[config.mk]
export PLATFORM = sky130hd
export DESIGN_NAME = soc_subsystem
export DESIGN_NICKNAME = d
export VERILOG_FILES = /design/src/soc_bus_pkg.sv /design/src/soc_map_pkg.sv /design/src/addr_decoder.sv /design/src/boot_rom.sv /design/src/clint_timer.sv /design/src/debug_req_gate.sv /design/src/soc_subsystem.sv
export SDC_FILE = /design/constraint.sdc
export NUM_CORES = 1
export LEC_CHECK = 0
export ABC_CLOCK_PERIOD_IN_PS = 2420
export BUFFER_PORTS_ARGS = -buffer_cell sky130_fd_sc_hd__buf_2
export CAP_MARGIN = 10
export CORE_UTILIZATION = 56
export CTS_CLUSTER_SIZE = 10
export DETAILED_ROUTE_END_ITERATION = 16
export PLACE_DENSITY = 0.75
export SKIP_CTS_REPAIR_TIMING = 1
export SYNTH_ARGS = -nofsm -noshare
export SYNTH_HDL_FRONTEND = slang
export SYNTH_SLANG_ARGS = --single-unit
[constraint.sdc]
create_clock -name clk_i -period 2.42 [get_ports clk_i]
set_input_delay 0.121 -clock clk_i [delete_from_list [all_inputs] [get_ports clk_i]]
set_output_delay 0.121 -clock clk_i [all_outputs]
set_load 0.05 [all_outputs]
[src/boot_rom.hex]
// Boot ROM image, one 32-bit hex word per line
// Line n holds the word at byte offset 4*n from the ROM base
00000297
f1402573
00050463
10500073
020002b7
0002a023
00100293
30529073
00000517
03050513
7b351073
0000100f
00000013
ffdff06f
deadbeef
5a5a0f0f
[src/soc_bus_pkg.sv]
// ------------------------------------------------------------
// SoC bus types
// Request and response words of the strobe bus, timer word
// ------------------------------------------------------------

package soc_bus_pkg;

  localparam int unsigned AddrWidth = 32;
  localparam int unsigned DataWidth = 32;

  // One-cycle request strobe, valid marks the cycle
  typedef struct packed {
    logic                 valid;
    logic                 we;
    logic [AddrWidth-1:0] addr;
    logic [DataWidth-1:0] wdata;
  } bus_req_t;

  // Response arrives one cycle after the request
  typedef struct packed {
    logic                 rvalid;
    logic                 err;
    logic [DataWidth-1:0] rdata;
  } bus_rsp_t;

  typedef struct packed {
    logic [31:0] hi;
    logic [31:0] lo;
  } word_halves_t;

  // 64-bit timer value, counted as a whole and accessed by halves
  typedef union packed {
    logic [63:0]  full;
    word_halves_t half;
  } mtime_word_t;

endpackage

[src/soc_map_pkg.sv]
// ------------------------------------------------------------
// SoC address map
// Region indices, base addresses and CLINT register offsets
// ------------------------------------------------------------

package soc_map_pkg;

  // Decoder targets, RegionNone flags an unmapped access
  typedef enum logic [1:0] {
    RegionRom   = 2'd0,
    RegionClint = 2'd1,
    RegionNone  = 2'd2
  } region_e;

  // ------------------------------------------------------------
  // Boot ROM
  // ------------------------------------------------------------
  localparam logic [31:0] RomBase   = 32'h0001_0000;
  localparam logic [31:0] RomLength = 32'h0000_0040;
  localparam int unsigned RomWords  = 16;

  // ------------------------------------------------------------
  // CLINT
  // ------------------------------------------------------------
  localparam logic [31:0] ClintBase   = 32'h0200_0000;
  localparam logic [31:0] ClintLength = 32'h0000_C000;

  // One msip word per hart
  localparam logic [31:0] MsipOffset = 32'h0000_0000;
  localparam logic [31:0] MsipStride = 32'd4;

  // Per-hart compare, lo word first then hi
  localparam logic [31:0] MtimecmpOffset = 32'h0000_4000;
  localparam logic [31:0] MtimecmpStride = 32'd8;

  // Shared machine timer
  localparam logic [31:0] MtimeOffset   = 32'h0000_BFF8;
  localparam logic [31:0] MtimeHiOffset = 32'h0000_BFFC;

endpackage

[src/addr_decoder.sv]
// ------------------------------------------------------------
// Address decoder
// Routes bus requests to ROM or CLINT and muxes the responses
// Unmapped accesses and ROM writes answer with an error
// ------------------------------------------------------------
`timescale 1ns/1ps

module addr_decoder (
  input  logic                  clk_i,
  input  logic                  ndmreset_n,
  input  soc_bus_pkg::bus_req_t req_i,
  output soc_bus_pkg::bus_rsp_t rsp_o,
  output soc_bus_pkg::bus_req_t rom_req_o,
  output soc_bus_pkg::bus_req_t clint_req_o,
  input  soc_bus_pkg::bus_rsp_t rom_rsp_i,
  input  soc_bus_pkg::bus_rsp_t clint_rsp_i
);
  import soc_bus_pkg::*;
  import soc_map_pkg::*;

  region_e region_sel;
  region_e region_q;
  logic    err_d;
  logic    err_q;

  always_comb begin
    if (req_i.addr >= RomBase && req_i.addr < RomBase + RomLength) begin
      region_sel = RegionRom;
    end else if (req_i.addr >= ClintBase && req_i.addr < ClintBase + ClintLength) begin
      region_sel = RegionClint;
    end else begin
      region_sel = RegionNone;
    end
  end

  // A write to the read-only ROM is refused here
  assign err_d = req_i.valid &
                 ((region_sel == RegionNone) || (region_sel == RegionRom && req_i.we));

  // Slaves see the offset into their own region
  always_comb begin
    rom_req_o         = req_i;
    rom_req_o.valid   = req_i.valid && region_sel == RegionRom && !req_i.we;
    rom_req_o.addr    = req_i.addr - RomBase;
    clint_req_o       = req_i;
    clint_req_o.valid = req_i.valid && region_sel == RegionClint;
    clint_req_o.addr  = req_i.addr - ClintBase;
  end

  always_ff @(posedge clk_i or negedge ndmreset_n) begin
    if (!ndmreset_n) begin
      region_q <= RegionNone;
      err_q    <= 1'b0;
    end else begin
      region_q <= req_i.valid ? region_sel : RegionNone;
      err_q    <= err_d;
    end
  end

  // Response mux one cycle after the request
  always_comb begin
    rsp_o = '0;
    if (err_q) begin
      rsp_o.rvalid = 1'b1;
      rsp_o.err    = 1'b1;
    end else begin
      unique case (region_q)
        RegionRom:   rsp_o = rom_rsp_i;
        RegionClint: rsp_o = clint_rsp_i;
        default:     rsp_o = '0;
      endcase
    end
  end

  // Every request is answered in the next cycle
  a_rsp_next: assert property (@(posedge clk_i) disable iff (!ndmreset_n)
    req_i.valid |=> rsp_o.rvalid);

endmodule

[src/boot_rom.sv]
// ------------------------------------------------------------
// Boot ROM
// Read-only boot image with one-cycle registered read data
// ------------------------------------------------------------
`timescale 1ns/1ps

module boot_rom (
  input  logic                  clk_i,
  input  soc_bus_pkg::bus_req_t req_i,
  output soc_bus_pkg::bus_rsp_t rsp_o
);
  import soc_map_pkg::*;

  localparam int unsigned IdxWidth = $clog2(RomWords);

  logic [31:0]         mem [RomWords];
  logic [IdxWidth-1:0] word_idx;
  logic                rvalid_q;
  logic [31:0]         rdata_q;

  initial begin
    $readmemh("/design/src/boot_rom.hex", mem);
  end

  // Byte offset to word index
  assign word_idx = req_i.addr[IdxWidth+1:2];

  always_ff @(posedge clk_i) begin
    rvalid_q <= req_i.valid;
    if (req_i.valid) begin
      rdata_q <= mem[word_idx];
    end
  end

  assign rsp_o = '{rvalid: rvalid_q, err: 1'b0, rdata: rdata_q};

  // The decoder turns ROM writes into errors upstream
  a_no_write: assert property (@(posedge clk_i) req_i.valid |-> !req_i.we);

endmodule

[src/clint_timer.sv]
// ------------------------------------------------------------
// CLINT
// Machine timer, per-hart compare and msip registers, driving
// the timer and software interrupt lines
// ------------------------------------------------------------
`timescale 1ns/1ps

module clint_timer #(
  parameter int unsigned NumHarts = 2
) (
  input  logic                  clk_i,
  input  logic                  ndmreset_n,
  input  soc_bus_pkg::bus_req_t req_i,
  output soc_bus_pkg::bus_rsp_t rsp_o,
  input  logic                  rtc_tick_i,
  output logic [NumHarts-1:0]   timer_irq_o,
  output logic [NumHarts-1:0]   ipi_o
);
  import soc_bus_pkg::*;
  import soc_map_pkg::*;

  mtime_word_t                mtime_q;
  mtime_word_t [NumHarts-1:0] mtimecmp_q;
  logic [NumHarts-1:0]        msip_q;
  logic [NumHarts-1:0]        timer_irq_q;
  logic                       tick_div_q;
  logic                       mtime_inc;

  logic                 wr_en;
  logic                 mtime_lo_hit;
  logic                 mtime_hi_hit;
  logic [NumHarts-1:0]  msip_hit;
  logic [NumHarts-1:0]  cmp_lo_hit;
  logic [NumHarts-1:0]  cmp_hi_hit;
  logic [DataWidth-1:0] rdata_d;
  logic [DataWidth-1:0] rdata_q;
  logic                 rvalid_q;

  // ------------------------------------------------------------
  // Register decode
  // ------------------------------------------------------------
  assign wr_en        = req_i.valid & req_i.we;
  assign mtime_lo_hit = (req_i.addr == MtimeOffset);
  assign mtime_hi_hit = (req_i.addr == MtimeHiOffset);

  always_comb begin
    rdata_d = '0;
    for (int h = 0; h < NumHarts; h++) begin
      msip_hit[h]   = (req_i.addr == MsipOffset + MsipStride * 32'(h));
      cmp_lo_hit[h] = (req_i.addr == MtimecmpOffset + MtimecmpStride * 32'(h));
      cmp_hi_hit[h] = (req_i.addr == MtimecmpOffset + MtimecmpStride * 32'(h) + 32'd4);
      if (msip_hit[h])   rdata_d = {31'b0, msip_q[h]};
      if (cmp_lo_hit[h]) rdata_d = mtimecmp_q[h].half.lo;
      if (cmp_hi_hit[h]) rdata_d = mtimecmp_q[h].half.hi;
    end
    if (mtime_lo_hit) rdata_d = mtime_q.half.lo;
    if (mtime_hi_hit) rdata_d = mtime_q.half.hi;
  end

  // Writes answer with zero data
  always_ff @(posedge clk_i or negedge ndmreset_n) begin
    if (!ndmreset_n) begin
      rvalid_q <= 1'b0;
    end else begin
      rvalid_q <= req_i.valid;
    end
  end

  always_ff @(posedge clk_i) begin
    if (req_i.valid) begin
      rdata_q <= req_i.we ? '0 : rdata_d;
    end
  end

  assign rsp_o = '{rvalid: rvalid_q, err: 1'b0, rdata: rdata_q};

  // ------------------------------------------------------------
  // Timer, divide-by-two on the RTC tick
  // ------------------------------------------------------------
  assign mtime_inc = rtc_tick_i & tick_div_q;

  always_ff @(posedge clk_i or negedge ndmreset_n) begin
    if (!ndmreset_n) begin
      tick_div_q <= 1'b0;
      mtime_q    <= '0;
    end else begin
      if (rtc_tick_i) tick_div_q <= ~tick_div_q;
      // Bus write wins over the increment
      if (wr_en && mtime_lo_hit) begin
        mtime_q.half.lo <= req_i.wdata;
      end else if (wr_en && mtime_hi_hit) begin
        mtime_q.half.hi <= req_i.wdata;
      end else if (mtime_inc) begin
        mtime_q.full <= mtime_q.full + 64'd1;
      end
    end
  end

  always_ff @(posedge clk_i or negedge ndmreset_n) begin
    if (!ndmreset_n) begin
      mtimecmp_q  <= '1;
      msip_q      <= '0;
      timer_irq_q <= '0;
    end else begin
      for (int h = 0; h < NumHarts; h++) begin
        if (wr_en && cmp_lo_hit[h]) mtimecmp_q[h].half.lo <= req_i.wdata;
        if (wr_en && cmp_hi_hit[h]) mtimecmp_q[h].half.hi <= req_i.wdata;
        if (wr_en && msip_hit[h])   msip_q[h] <= req_i.wdata[0];
        timer_irq_q[h] <= (mtime_q.full >= mtimecmp_q[h].full);
      end
    end
  end

  assign timer_irq_o = timer_irq_q;
  assign ipi_o       = msip_q;

  // An unprogrammed compare must not fire before mtime wraps up to it
  for (genvar h = 0; h < NumHarts; h++) begin : g_irq_check
    a_idle_cmp: assert property (@(posedge clk_i) disable iff (!ndmreset_n)
      (mtimecmp_q[h].full == '1 && mtime_q.full != '1) |=> !timer_irq_o[h]);
  end

endmodule

[src/debug_req_gate.sv]
// ------------------------------------------------------------
// Debug request hold-off
// Blocks external debug requests for a fixed time after reset
// ------------------------------------------------------------
`timescale 1ns/1ps

module debug_req_gate #(
  parameter int unsigned NumHarts         = 2,
  parameter int unsigned DebugDelayCycles = 500
) (
  input  logic                clk_i,
  input  logic                ndmreset_n,
  input  logic [NumHarts-1:0] debug_req_i,
  output logic [NumHarts-1:0] debug_req_o
);

  localparam int unsigned CntWidth = $clog2(DebugDelayCycles + 1);

  logic [CntWidth-1:0] cnt_q;
  logic                hold;

  // Window for boot code before the first debug halt
  always_ff @(posedge clk_i or negedge ndmreset_n) begin
    if (!ndmreset_n) begin
      cnt_q <= CntWidth'(DebugDelayCycles);
    end else if (hold) begin
      cnt_q <= cnt_q - 1'b1;
    end
  end

  assign hold        = (cnt_q != '0);
  assign debug_req_o = hold ? '0 : debug_req_i;

  // Once open the gate stays open until the next reset
  a_held_off: assert property (@(posedge clk_i) disable iff (!ndmreset_n)
    !hold |=> !hold);

endmodule

[src/soc_subsystem.sv]
// ------------------------------------------------------------
// SoC control subsystem
// Address decoder, boot ROM, CLINT and debug request hold-off
// ------------------------------------------------------------
`timescale 1ns/1ps

module soc_subsystem #(
  parameter int unsigned NumHarts         = 2,
  parameter int unsigned DebugDelayCycles = 500
) (
  input  logic                  clk_i,
  input  logic                  ndmreset_n,
  input  soc_bus_pkg::bus_req_t req_i,
  output soc_bus_pkg::bus_rsp_t rsp_o,
  input  logic                  rtc_tick_i,
  input  logic [NumHarts-1:0]   debug_req_i,
  output logic [NumHarts-1:0]   debug_req_o,
  output logic [NumHarts-1:0]   timer_irq_o,
  output logic [NumHarts-1:0]   ipi_o
);
  import soc_bus_pkg::*;

  bus_req_t rom_req;
  bus_rsp_t rom_rsp;
  bus_req_t clint_req;
  bus_rsp_t clint_rsp;

  // ------------------------------------------------------------
  // Bus
  // ------------------------------------------------------------
  addr_decoder i_addr_decoder (
    .clk_i       ( clk_i      ),
    .ndmreset_n  ( ndmreset_n ),
    .req_i       ( req_i      ),
    .rsp_o       ( rsp_o      ),
    .rom_req_o   ( rom_req    ),
    .clint_req_o ( clint_req  ),
    .rom_rsp_i   ( rom_rsp    ),
    .clint_rsp_i ( clint_rsp  )
  );

  boot_rom i_boot_rom (
    .clk_i ( clk_i   ),
    .req_i ( rom_req ),
    .rsp_o ( rom_rsp )
  );

  // ------------------------------------------------------------
  // Interrupts and timer
  // ------------------------------------------------------------
  clint_timer #(
    .NumHarts ( NumHarts )
  ) i_clint_timer (
    .clk_i       ( clk_i       ),
    .ndmreset_n  ( ndmreset_n  ),
    .req_i       ( clint_req   ),
    .rsp_o       ( clint_rsp   ),
    .rtc_tick_i  ( rtc_tick_i  ),
    .timer_irq_o ( timer_irq_o ),
    .ipi_o       ( ipi_o       )
  );

  // ------------------------------------------------------------
  // Debug
  // ------------------------------------------------------------
  debug_req_gate #(
    .NumHarts         ( NumHarts         ),
    .DebugDelayCycles ( DebugDelayCycles )
  ) i_debug_req_gate (
    .clk_i       ( clk_i       ),
    .ndmreset_n  ( ndmreset_n  ),
    .debug_req_i ( debug_req_i ),
    .debug_req_o ( debug_req_o )
  );

endmodule

After elaboration in Yosys (flattened, before gate mapping)
Index checks and enable logic that the tools add are counted.

word-level totals
  register bits = 275
  input port bits = 71
  output and inout bits = 40

operators by class
  add/subtract/negate cells = 3
  $lt $le $gt $ge = 6
  equality and inequality tests = 11
  multiplexer cells = 19
  bitwise gates (word level) = 5
  reductions and logical operators = 24

operators with widths
  operator                                                                 number
  32-bit 2-to-1 mux                                                        11
  32-bit by 15-bit == test with 1-bit output, second input constant        4
  64-bit >= comparator                                                     2
  34-bit one-hot mux with 2 select lines                                   1
  64-bit by 1-bit adder with 64-bit output, second input constant          1
  32-bit by 16-bit == test with 1-bit output, second input constant        2
  64-bit 2-to-1 mux                                                        1
  32-bit by 3-bit == test with 1-bit output, second input constant         1
  32-bit by 17-bit >= comparator with 1-bit output, second input constant  1
  32-bit by 26-bit >= comparator with 1-bit output, second input constant  1
  32-bit logical NOT                                                       1
  32-bit by 17-bit < comparator with 1-bit output, second input constant   1
  32-bit by 26-bit < comparator with 1-bit output, second input constant   1
  32-bit by 26-bit subtractor with 32-bit output, second input constant    1
  1-bit logical AND                                                        14
  2-bit 2-to-1 mux                                                         5
  9-bit nonzero test                                                       1
  9-bit by 1-bit subtractor with 9-bit output, second input constant       1
  2-bit by 1-bit == test with 1-bit output, second input constant          2
  2-bit logical NOT                                                        2
  2-bit AND reduction                                                      2
  2-bit nonzero test                                                       2
  1-bit bitwise AND                                                        3
  2-bit == test, second input constant                                     1
  other kinds (5)                                                          6

Depth between registers and ports, before layout
Gate-level depths: netlist of run 1.

  depth after elaboration = 10
  mapped depth = 11
  gate-level depth less buffers = 9

Modules after synthesis
From an unflattened synthesis of run 1, not the netlist that was laid out.

second synthesis, totals
  cell total of the unflattened synthesis = 1912
  area total of the unflattened synthesis = 17145.2 um^2

by module, submodules not included
  module          instances  cells an instance  area an instance (um^2)  seq. area each (um^2)
  clint_timer     1          1570               14485.1                  6075.8
  addr_decoder    1          266                1929.4                   76.3
  debug_req_gate  1          40                 451.7                    232.7
  boot_rom        1          36                 279.0                    20.0

Worst setup path before layout of run 1
No wires, ideal clock.

  kind = input to register
  start point = input req_i[53] (netlist bit)
  end point = register i_clint_timer.rdata_q[0], enable pin
  arrival time = 3168 ps
  required time = 1957 ps
  setup slack = -1211 ps
  stages = 4
  path buffers = 1
  cell sequence = nor4_1 > nand3_1 > clkbuf_1 > nor3_1

RTL lines
  what                  RTL line             text
  start, declared       soc_subsystem.sv:13  input soc_bus_pkg::bus_req_t req_i,
  end signal, assigned  clint_timer.sv:71    rdata_q <= req_i.we ? '0 : rdata_d;
  end, declared         clint_timer.sv:36    logic [DataWidth-1:0] rdata_q;

Worst setup path in the final report of run 1
  start point = register i_clint_timer.mtimecmp_q[2] (netlist bit)
  end point = register i_clint_timer.timer_irq_q[0], in the netlist i_clint_timer.timer_irq_o[0]

between the ends
  longest elaborated chain between the ends = 1

RTL lines
  what                           RTL line            text
  start, declared                clint_timer.sv:23   mtime_word_t [NumHarts-1:0] mtimecmp_q;
  64-bit >= comparator           clint_timer.sv:109  timer_irq_q[h] <= (mtime_q.full >= mtimecmp_q[h].full);
  end signal, assigned by index  clint_timer.sv:109
  end, declared                  clint_timer.sv:25   logic [NumHarts-1:0] timer_irq_q;

No other way between the ends.
A chain may end at the register's enable or synchronous reset.

==> results of run 1 <==
==> per-stage QoR <==
step / power (mW) / instances
floorplan: 4.73 / 1609
global placement: 5.38 / 2190
detailed placement: 5.39 / 2190
CTS: 9.37 / 2244
global route: 9.79 / 2289
finish: 9.52 / 2289
==> final cells by class <==
type / instances / area (sq um)
repair buffers: 363 / 2810
inverters: 139 / 522
flip-flops and latches: 243 / 6410
well taps: 341 / 427
clock buffers: 51 / 828
fillers: 2008 / 7550
clock inverters: 3 / 18.8
multi-input cells: 1149 / 8320
==> power by group through the flow <==
stage | Sequential, mW | Combinational [mW] | Clock (mW)
6_report | 4.25 | 1.27 | 4.00
5_1_grt | 4.25 | 1.35 | 4.19
4_1_cts | 4.24 | 1.09 | 4.04
3_5_place_dp | 4.31 | 1.08 | 0
3_3_place_gp | 4.31 | 1.07 | 0
2_1_floorplan | 4.34 | 0.394 | 0
==> placed cells by master, fill, tap and decap left out, types with 17 or more instances in the layout <==
cell / synthesis / final
and3_1: 19 / 17
nand4_1: 47 / 47
xor2_1: 19 / 19
buf_2: 21 / 107
clkbuf_1: 49 / 20
a21oi_1: 76 / 75
dlygate4sd3_1: 0 / 35
ha_1: 131 / 130
buf_12: 0 / 20
nor4_1: 24 / 19
edfxtp_1: 32 / 32
xnor2_1: 18 / 18
o21ai_1: 22 / 25
dfrtp_1: 75 / 74
nand2_1: 170 / 168
mux2_1: 30 / 30
a222oi_1: 62 / 62
and2_1: 41 / 41
nand3_1: 56 / 54
nor2_1: 47 / 45
clkbuf_16: 0 / 29
o21ai_0: 164 / 161
dfstp_2: 135 / 135
nor3_1: 39 / 30
buf_4: 7 / 199
inv_1: 138 / 138
mux2_2: 38 / 38
==> cell families (layout without fill, tap and decap cells) <==
family | Yosys count | in the layout | share of synthesized area (%)
xor+xnor | 37 | 37 | 2.12
flops | 243 | 243 | 42.0
compound gates | 399 | 399 | 16.6
mux | 71 | 71 | 5.29
fa+ha+maj | 131 | 131 | 10.7
simple gates | 511 | 511 | 17.6
buf+inv | 217 | 556 | 5.73
==> registers in the layout, summed over array words and instances, names as in the netlist <==
| register | count |
|---|---|
| i_boot_rom.rvalid_q | 1 |
| i_clint_timer.mtime_q | 64 |
| i_addr_decoder.region_q | 2 |
| i_clint_timer.ipi_o | 2 |
| i_clint_timer.mtimecmp_q | 128 |
| i_debug_req_gate.cnt_q | 9 |
| i_clint_timer.timer_irq_o | 2 |
| i_clint_timer.tick_div_q | 1 |
| i_clint_timer.rvalid_q | 1 |
| i_clint_timer.rdata_q | 32 |
| i_addr_decoder.err_q | 1 |
==> per-layer routing <==
| layer | global-route usage, % | up-vias | part of all wire (%) |
|---|---|---|---|
| li1 | - | 6551 | - |
| met1 | 48.0 | 7006 | 40 |
| met2 | 56.7 | 777 | 47 |
| met3 | 6.76 | 120 | 9.5 |
| met4 | 13.8 | 0 | 3.5 |
| met5 | 0 | - | 0 |
==> synth_stat cells (all sizes together) (3+ instances only) <==
| cell type | number | area (sq um) |
|---|---|---|
| or3 | 11 | 73.8 |
| nor2 | 47 | 176 |
| and2 | 43 | 269 |
| ha | 131 | 1640 |
| nand4 | 47 | 294 |
| nor4b | 8 | 76.3 |
| a222oi | 62 | 621 |
| o21a | 5 | 37.5 |
| a2111oi | 4 | 35.0 |
| nand2 | 170 | 638 |
| a41oi | 3 | 26.3 |
| or4 | 4 | 33.8 |
| nor3 | 43 | 248 |
| a211oi | 8 | 60.1 |
| nor4 | 27 | 196 |
| o21ai | 186 | 931 |
| or2 | 4 | 25.0 |
| nor3b | 6 | 45.0 |
| edfxtp | 32 | 961 |
| dfrtp | 75 | 1880 |
| a21oi | 76 | 380 |
| nand4b | 3 | 26.3 |
| a21o | 10 | 75.1 |
| nand3 | 56 | 280 |
| clkbuf | 49 | 184 |
| nand2b | 6 | 40.0 |
| o211ai | 8 | 60.1 |
| a31oi | 5 | 31.3 |
| and3 | 19 | 119 |
| a211o | 3 | 26.3 |
| o22ai | 5 | 31.3 |
| mux2 | 68 | 766 |
| o21bai | 9 | 67.6 |
| inv | 138 | 518 |
| xnor2 | 18 | 158 |
| xor2 | 19 | 166 |
| dfstp | 135 | 3550 |
| and4 | 9 | 78.8 |
| nor2b | 4 | 25.0 |
| buf | 29 | 169 |
==> critical path, cell delays in order (launching register included) <==
cell,delay [ps]
dfstp_2,530
inv_1,50
ha_1,250
o21a_1,210
nor2_1,290
nor4_4,90
buf_4,150
o31ai_4,360
a2111oi_4,110
nor3_1,150
o211ai_1,100
==> worst paths after layout <==
path                            cells past startpoint  slack (ps)                           end
worst max-delay path                               10          -2  i_clint_timer.timer_irq_o[0]
worst min-delay path                                5         -30          i_addr_decoder.err_q
worst max register to register                     10          -2  i_clint_timer.timer_irq_o[0]
worst min register to register                      1         490      i_clint_timer.tick_div_q
max in group asynchronous                           3        1360  i_clint_timer.mtimecmp_q[59]
min in group asynchronous                           2         170          i_addr_decoder.err_q
==> results by group, run 1 <==
Routing
  • WL/cell: 22.1 um
  • Number of DRC markers in iteration 0: 1793
  • DRC Markers: 0
  • Via density: 6.31
  • Final ANT Viol Nets: 0
  • 1st-pass router iterations: 9
  • Routed WL: 50.5 mm
  • DR vias: 14500

Floorplanning
  • Die Height: 167 um
  • Io pins: 111
  • Core area: 26900 sq um
  • Die width: 167 um
  • # rows: 60
  • Die area: 27900 sq um
  • Initial Util: 56.8%

Placement
  • Detail Placement HPWL: 36.9 mm
  • I/O Buffers: 110
  • Final GP Congestion: 1.06
  • Placed Area: 17800 sq um
  • DP Worst Slack: -329 ps

Logic synthesis
  • Register area share after synthesis: 42.0%
  • Top FF cell, synth: dfstp_2
  • Mean Syn Cell Area: 9.49 sq um
  • Synth cell types: 75
  • EDFF count, synth: 32
  • Synthesis Warnings: 0
  • Register bit total from synthesis: 243
  • Syn Inst Count: 1609
  • Mapped Area: 15300 sq um
  • Synthesized net count: 1811
  • Async S/R FF share, synth: 86.4%

Power
  • VDD IR max: 0.586 mV
  • Leakage: 9.00 nW
  • Logic pwr share: 13.3%
  • Switching Share: 26.1%
  • Power per cell area: 492 nW/um^2
  • Sw Pwr: 2.48 mW
  • Int Pwr: 7.03 mW
  • Share of total power in the clock network: 42.0%
  • Seq pwr share: 44.6%

Status
  • Failing checks: hold timing, setup timing
  • Status: complete, but fails checks

Worst hold path
  • Worst min path class: in -> reg
  • Hold path start: req_i[52]

GRT
  • Antenna violations before repair: 0
  • Total grt overflow: 0
  • Total GRT Usage: 35.5%
  • Number of global-route vias before repair: 14000
  • First-pass GRT wire length: 77.5 mm
  • Largest net degree at the start of global routing: 82

Critical path
  • Startpoint class of the critical path: flip-flop
  • Setup CP Type: reg -> reg
  • Worst Setup SP: i_clint_timer.mtimecmp_q[2]
  • Worst EP arrival: 2860 ps
  • Crit path max fanout: 2
  • Setup crit end kind: flip-flop
  • Worst EP required: 2850 ps
  • R2R Path Start: i_clint_timer.mtimecmp_q[2]

Finish
  • Fin util: 71.9%
  • N_diodes: 0
  • Final cell area excluding filler cells: 19300 sq um
  • Area Growth Syn to Fin: 26.6%
  • Nets: 2127
  • Share of layout cells above drive strength 1: 30.7%

STA
  • Crit share post-route: 100%
  • Final hold violations: 2
  • Max frequency: 413 MHz
  • Pins Over Slew Limit: 0
  • Actual slew at the worst max-slew pin: 762 ps
  • Fin Setup TNS: -3.75 ps
  • Final worst-path setup slack: -1.88 ps
  • RSZ-0062 raised after global routing: yes
  • Final setup fails: 2
  • Fin crit period: 2420 ps
  • Slew headroom: 49.2%
  • Worst hold margin: -32.3 ps
  • Setup Skew: 24.9 ps

Clock tree
  • CTS tree: built
  • Clk Latency, worst-skew pair: 560 ps
  • Reg clk slew, reported paths: 60 ps
  • Total clock sinks: 243
  • # H-tree levels: 1
  • Clk buf depth: 3
  • CTS root buffer: clkbuf_16
  • TritonCTS buffer count: 29

Run
  • Max_cap viols: 0
Note: power is estimated with default switching activity, not from simulation.
==> run 2: changes to the inputs <==
Settings changed: ABC_AREA set to 1.
==> run 2 against run 1 <==
The flow finishes with violations (hold timing); count of clock-buffer cells in the layout is the same; via count grew 18%; wire length grew 20%; worst setup slack gained 110 ps; critical path depth grew 1; power grew 34%; synthesized area grew 11%; cell count grew 26%; non-clock buffer count shrank 110; cell area grew 2.6%; register-to-register slack gained 110 ps; largest cell class unchanged; highest routed layer is now met5.
==> results by group, run 2 <==
Clock tree
  • CTS tree: built
  • Reg clk slew, reported paths: 50 ps (about the same)
  • TritonCTS buffer count: 29 (unchanged)
  • Clk buf depth: 3 (unchanged)
  • CTS root buffer: clkbuf_16
  • Total clock sinks: 243 (unchanged)
  • # H-tree levels: 1 (unchanged)
  • Clk Latency, worst-skew pair: 560 ps (about the same)

Status
  • Failing checks: hold timing
  • Status: complete, but fails checks

Critical path
  • Crit path max fanout: 2 (unchanged)
  • Worst EP arrival: 2700 ps (-160 ps)
  • Startpoint class of the critical path: flip-flop
  • Top delay family on crit path: compound AO/OA/AOI/OAI gates
  • Crit path cell chain: inv_1 -> ha_1 -> a21oi_1 -> o21ai_0 -> a21oi_1 -> nor2_1 -> o21ai_1 -> and3_1 -> nand2_1 -> nand2_1 -> nand3_1
  • Setup crit end kind: flip-flop
  • R2r endpoint: i_clint_timer.timer_irq_o[1]
  • Largest stage delay on the critical path: 530 ps (about the same)
  • Setup CP Type: reg -> reg
  • R2R Path Start: i_clint_timer.mtimecmp_q[89]
  • Worst EP required: 2820 ps (-30 ps)
  • Slowest cell on the critical path: dfstp_2
  • WP buf/inv: 1 (-1)
  • R2R depth: 11 (+1)
  • Reg2reg setup slack: 110 ps (+110 ps)

Worst hold path
  • WHS Path Cells: 3 (-2)
  • Hold Path End: i_clint_timer.mtimecmp_q[26]
  • Worst min path class: in -> reg
  • Hold path start: req_i[26]

Logic synthesis
  • Register area share after synthesis: 37.7% (-4.2 points)
  • Mean Syn Cell Area: 7.48 sq um (-21%)
  • Top FF cell, synth: dfstp_2
  • Syn Inst Count: 2270 (+41%)
  • Cell with the most instances after synthesis: nand2_1
  • Area share of the largest cell type after synthesis: 20.9% (-2.3 points)
  • Register bit total from synthesis: 243 (unchanged)
  • Synthesis Warnings: 0 (unchanged)
  • Synth area leader: dfstp_2
  • Synth cell types: 47 (-37%)
  • Synthesized net count: 2472 (+36%)
  • Mapped Area: 17000 sq um (+11%)
  • Async S/R FF share, synth: 86.4% (unchanged)
  • Post-synth top cells: nand2_1, inv_1, o21ai_0
  • Area contributors post-synth: dfstp_2, dfrtp_1, nand2_1
  • EDFF count, synth: 32 (unchanged)

Finish
  • Nets: 2668 (+25%)
  • Largest regs: i_clint_timer.mtimecmp_q x128, i_clint_timer.mtime_q x64, i_clint_timer.rdata_q x32
  • Largest reg by FF count: i_clint_timer.mtimecmp_q
  • Storage element area: 6410 sq um (about the same)
  • Max reg flops: 128 (unchanged)
  • Most frequent cells in the layout: nand2_1, inv_1, o21ai_0, nor2_1, a21oi_1
  • Fill count: 2623 (+31%)
  • Commonest non-fill, non-tap cell in the layout: nand2_1
  • Footprint of the multi-input gates: 9020 sq um (+8.4%)
  • Area Growth Syn to Fin: 16.8%
  • N_diodes: 0 (unchanged)
  • Share of layout cells above drive strength 1: 17.9% (-13 points)

Routing
  • DRC Markers: 0 (unchanged)
  • Number of DRC markers in iteration 0: 1691 (-5.7%)
  • Routed WL: 60.6 mm (+20%)
  • Final ANT Viol Nets: 0 (unchanged)
  • 1st-pass router iterations: 5 (-4)
  • WL/cell: 21.1 um (-4.6%)
  • DR vias: 17000 (+18%)
  • Via density: 5.92 (-6.2%)

Power
  • Leakage: 8.47 nW (-5.9%)
  • Sw Pwr: 4.54 mW (+83%)
  • Switching Share: 35.7% (+9.6 points)
  • Share of total power in the clock network: 31.8% (-10 points)
  • Int Pwr: 8.19 mW (+16%)
  • Power per cell area: 642 nW/um^2 (+30%)
  • Logic pwr share: 30.4% (+17 points)
  • VDD IR max: 0.627 mV (+7.0%)
  • Seq pwr share: 37.8% (-6.8 points)

STA
  • Final worst-path setup slack: 111 ps (+113 ps)
  • Final hold violations: 10 (+8)
  • Setup Skew: 12.0 ps (-12.9 ps)
  • Crit share post-route: 95.4% (-4.7 points)
  • Max frequency: 433 MHz (+4.9%)
  • Worst hold margin: -22.6 ps (+9.70 ps)
  • Final setup fails: 0 (-2)
  • Pins Over Slew Limit: 0 (unchanged)
  • Actual slew at the worst max-slew pin: 849 ps (+87.1 ps)
  • RSZ-0062 raised after global routing: no
  • Fin crit period: 2310 ps (-113 ps)
  • Slew headroom: 43.3% (-5.9 points)

Placement
  • I/O Buffers: 110 (unchanged)
  • Final GP Congestion: 1.05 (-0.88%)
  • Detail Placement HPWL: 45.5 mm (+23%)
  • DP Worst Slack: -0.603 ps (+328 ps)

Floorplanning
  • # rows: 63 (+5.0%)
  • Core area: 29700 sq um (+11%)
  • Die Height: 176 um (+5.4%)
  • Initial Util: 57.1% (+0.32 points)
  • Io pins: 111 (unchanged)
  • Die width: 176 um (+5.4%)
  • Die area: 31000 sq um (+11%)

Run
  • Max_cap viols: 0 (unchanged)

GRT
  • Total grt overflow: 0 (unchanged)
  • Largest net degree at the start of global routing: 79 (-3.7%)
  • First-pass GRT wire length: 92.5 mm (+19%)
  • Number of global-route vias before repair: 16400 (+18%)
  • Total GRT Usage: 39.3% (+3.8 points)
  • Antenna violations before repair: 1 (+1)
run 2: cell types whose count changed after synthesis, moves of 30 or more:
cell	before	now
mux2_1	30	0
a21oi_1	76	137
and2_1	41	0
o21ai_0	164	289
nand2_1	170	452
nand3_1	56	106
mux2_2	38	0
a222oi_1	62	0
nor2_1	47	181
inv_1	138	321
run 2: how the worst max path moves through the flow:
stage,start,end,slack [ps],cells past startpoint
after floorplan,req_i[51],i_clint_timer.rdata_q[0],430,5
after global placement,i_clint_timer.mtimecmp_q[91],i_clint_timer.timer_irq_o[1],-20,11
after detailed placement,req_i[57],i_clint_timer.rdata_q[2],-0.6,15
after CTS,i_debug_req_gate.cnt_q[0],debug_req_o[1],-70,7
after global routing,i_debug_req_gate.cnt_q[0],debug_req_o[1],9,7
final,i_clint_timer.mtimecmp_q[89],i_clint_timer.timer_irq_o[1],110,11
run 2: stage by stage:
step | instance area [sq um] | cells | utilization (%) | TNS [ps] | power, mW
after floorplan | 17000 | 2270 | - | 0 | 6.91
after global placement | 18600 | 2793 | 62.6 | -23.8 | 8.45
after detailed placement | 18600 | 2793 | 62.6 | -0.603 | 8.57
after CTS | 19500 | 2845 | 65.5 | -150 | 12.6
after global routing | 19800 | 2877 | 66.7 | 0 | 13.3
final | 19800 | 2877 | 66.7 | 0 | 12.7
run 2: metal layers:
layer	global-route usage [%]	share of wire [%]	vias to the layer above
li1	-	-	7934
met1	50.8	40	8007
met2	64.2	46	897
met3	6.07	8.9	199
met4	19.2	5.3	2
met5	0	0.021	-
run 2: cells by family after synthesis:
| family | synth area share (%) |
|---|---|
| adder cells (fa/ha/maj) | 9.65 |
| buffers and inverters | 9.50 |
| flip-flops | 37.7 |
| AO/OA/AOI/OAI | 17.5 |
| AND/OR/NAND/NOR | 22.5 |
| XOR/XNOR | 3.15 |
run 2: worst reg2reg max path: stages, from the launching register on:
cell	delay, ps
dfstp_2	530
inv_1	70
ha_1	320
a21oi_1	130
o21ai_0	100
a21oi_1	140
nor2_1	70
o21ai_1	290
and3_1	250
nand2_1	60
nand2_1	50
nand3_1	130
run 2: layout make-up:
type,instances,share of cell area [%]
repair buffers,253,9.23
inverters,327,6.19
well taps,390,2.46
clock buffers,51,4.28
multi-input cells,1612,45.5
clock inverters,1,0.0442
flip-flops and latches,243,32.3
run 2: power groups by stage:
stage,clock network [mW],logic [mW],registers [mW]
after floorplan,0,2.08,4.83
after global placement,0,3.61,4.84
after detailed placement,0,3.72,4.85
after CTS,4.11,3.74,4.79
after global routing,4.24,4.24,4.84
final,4.05,3.87,4.81
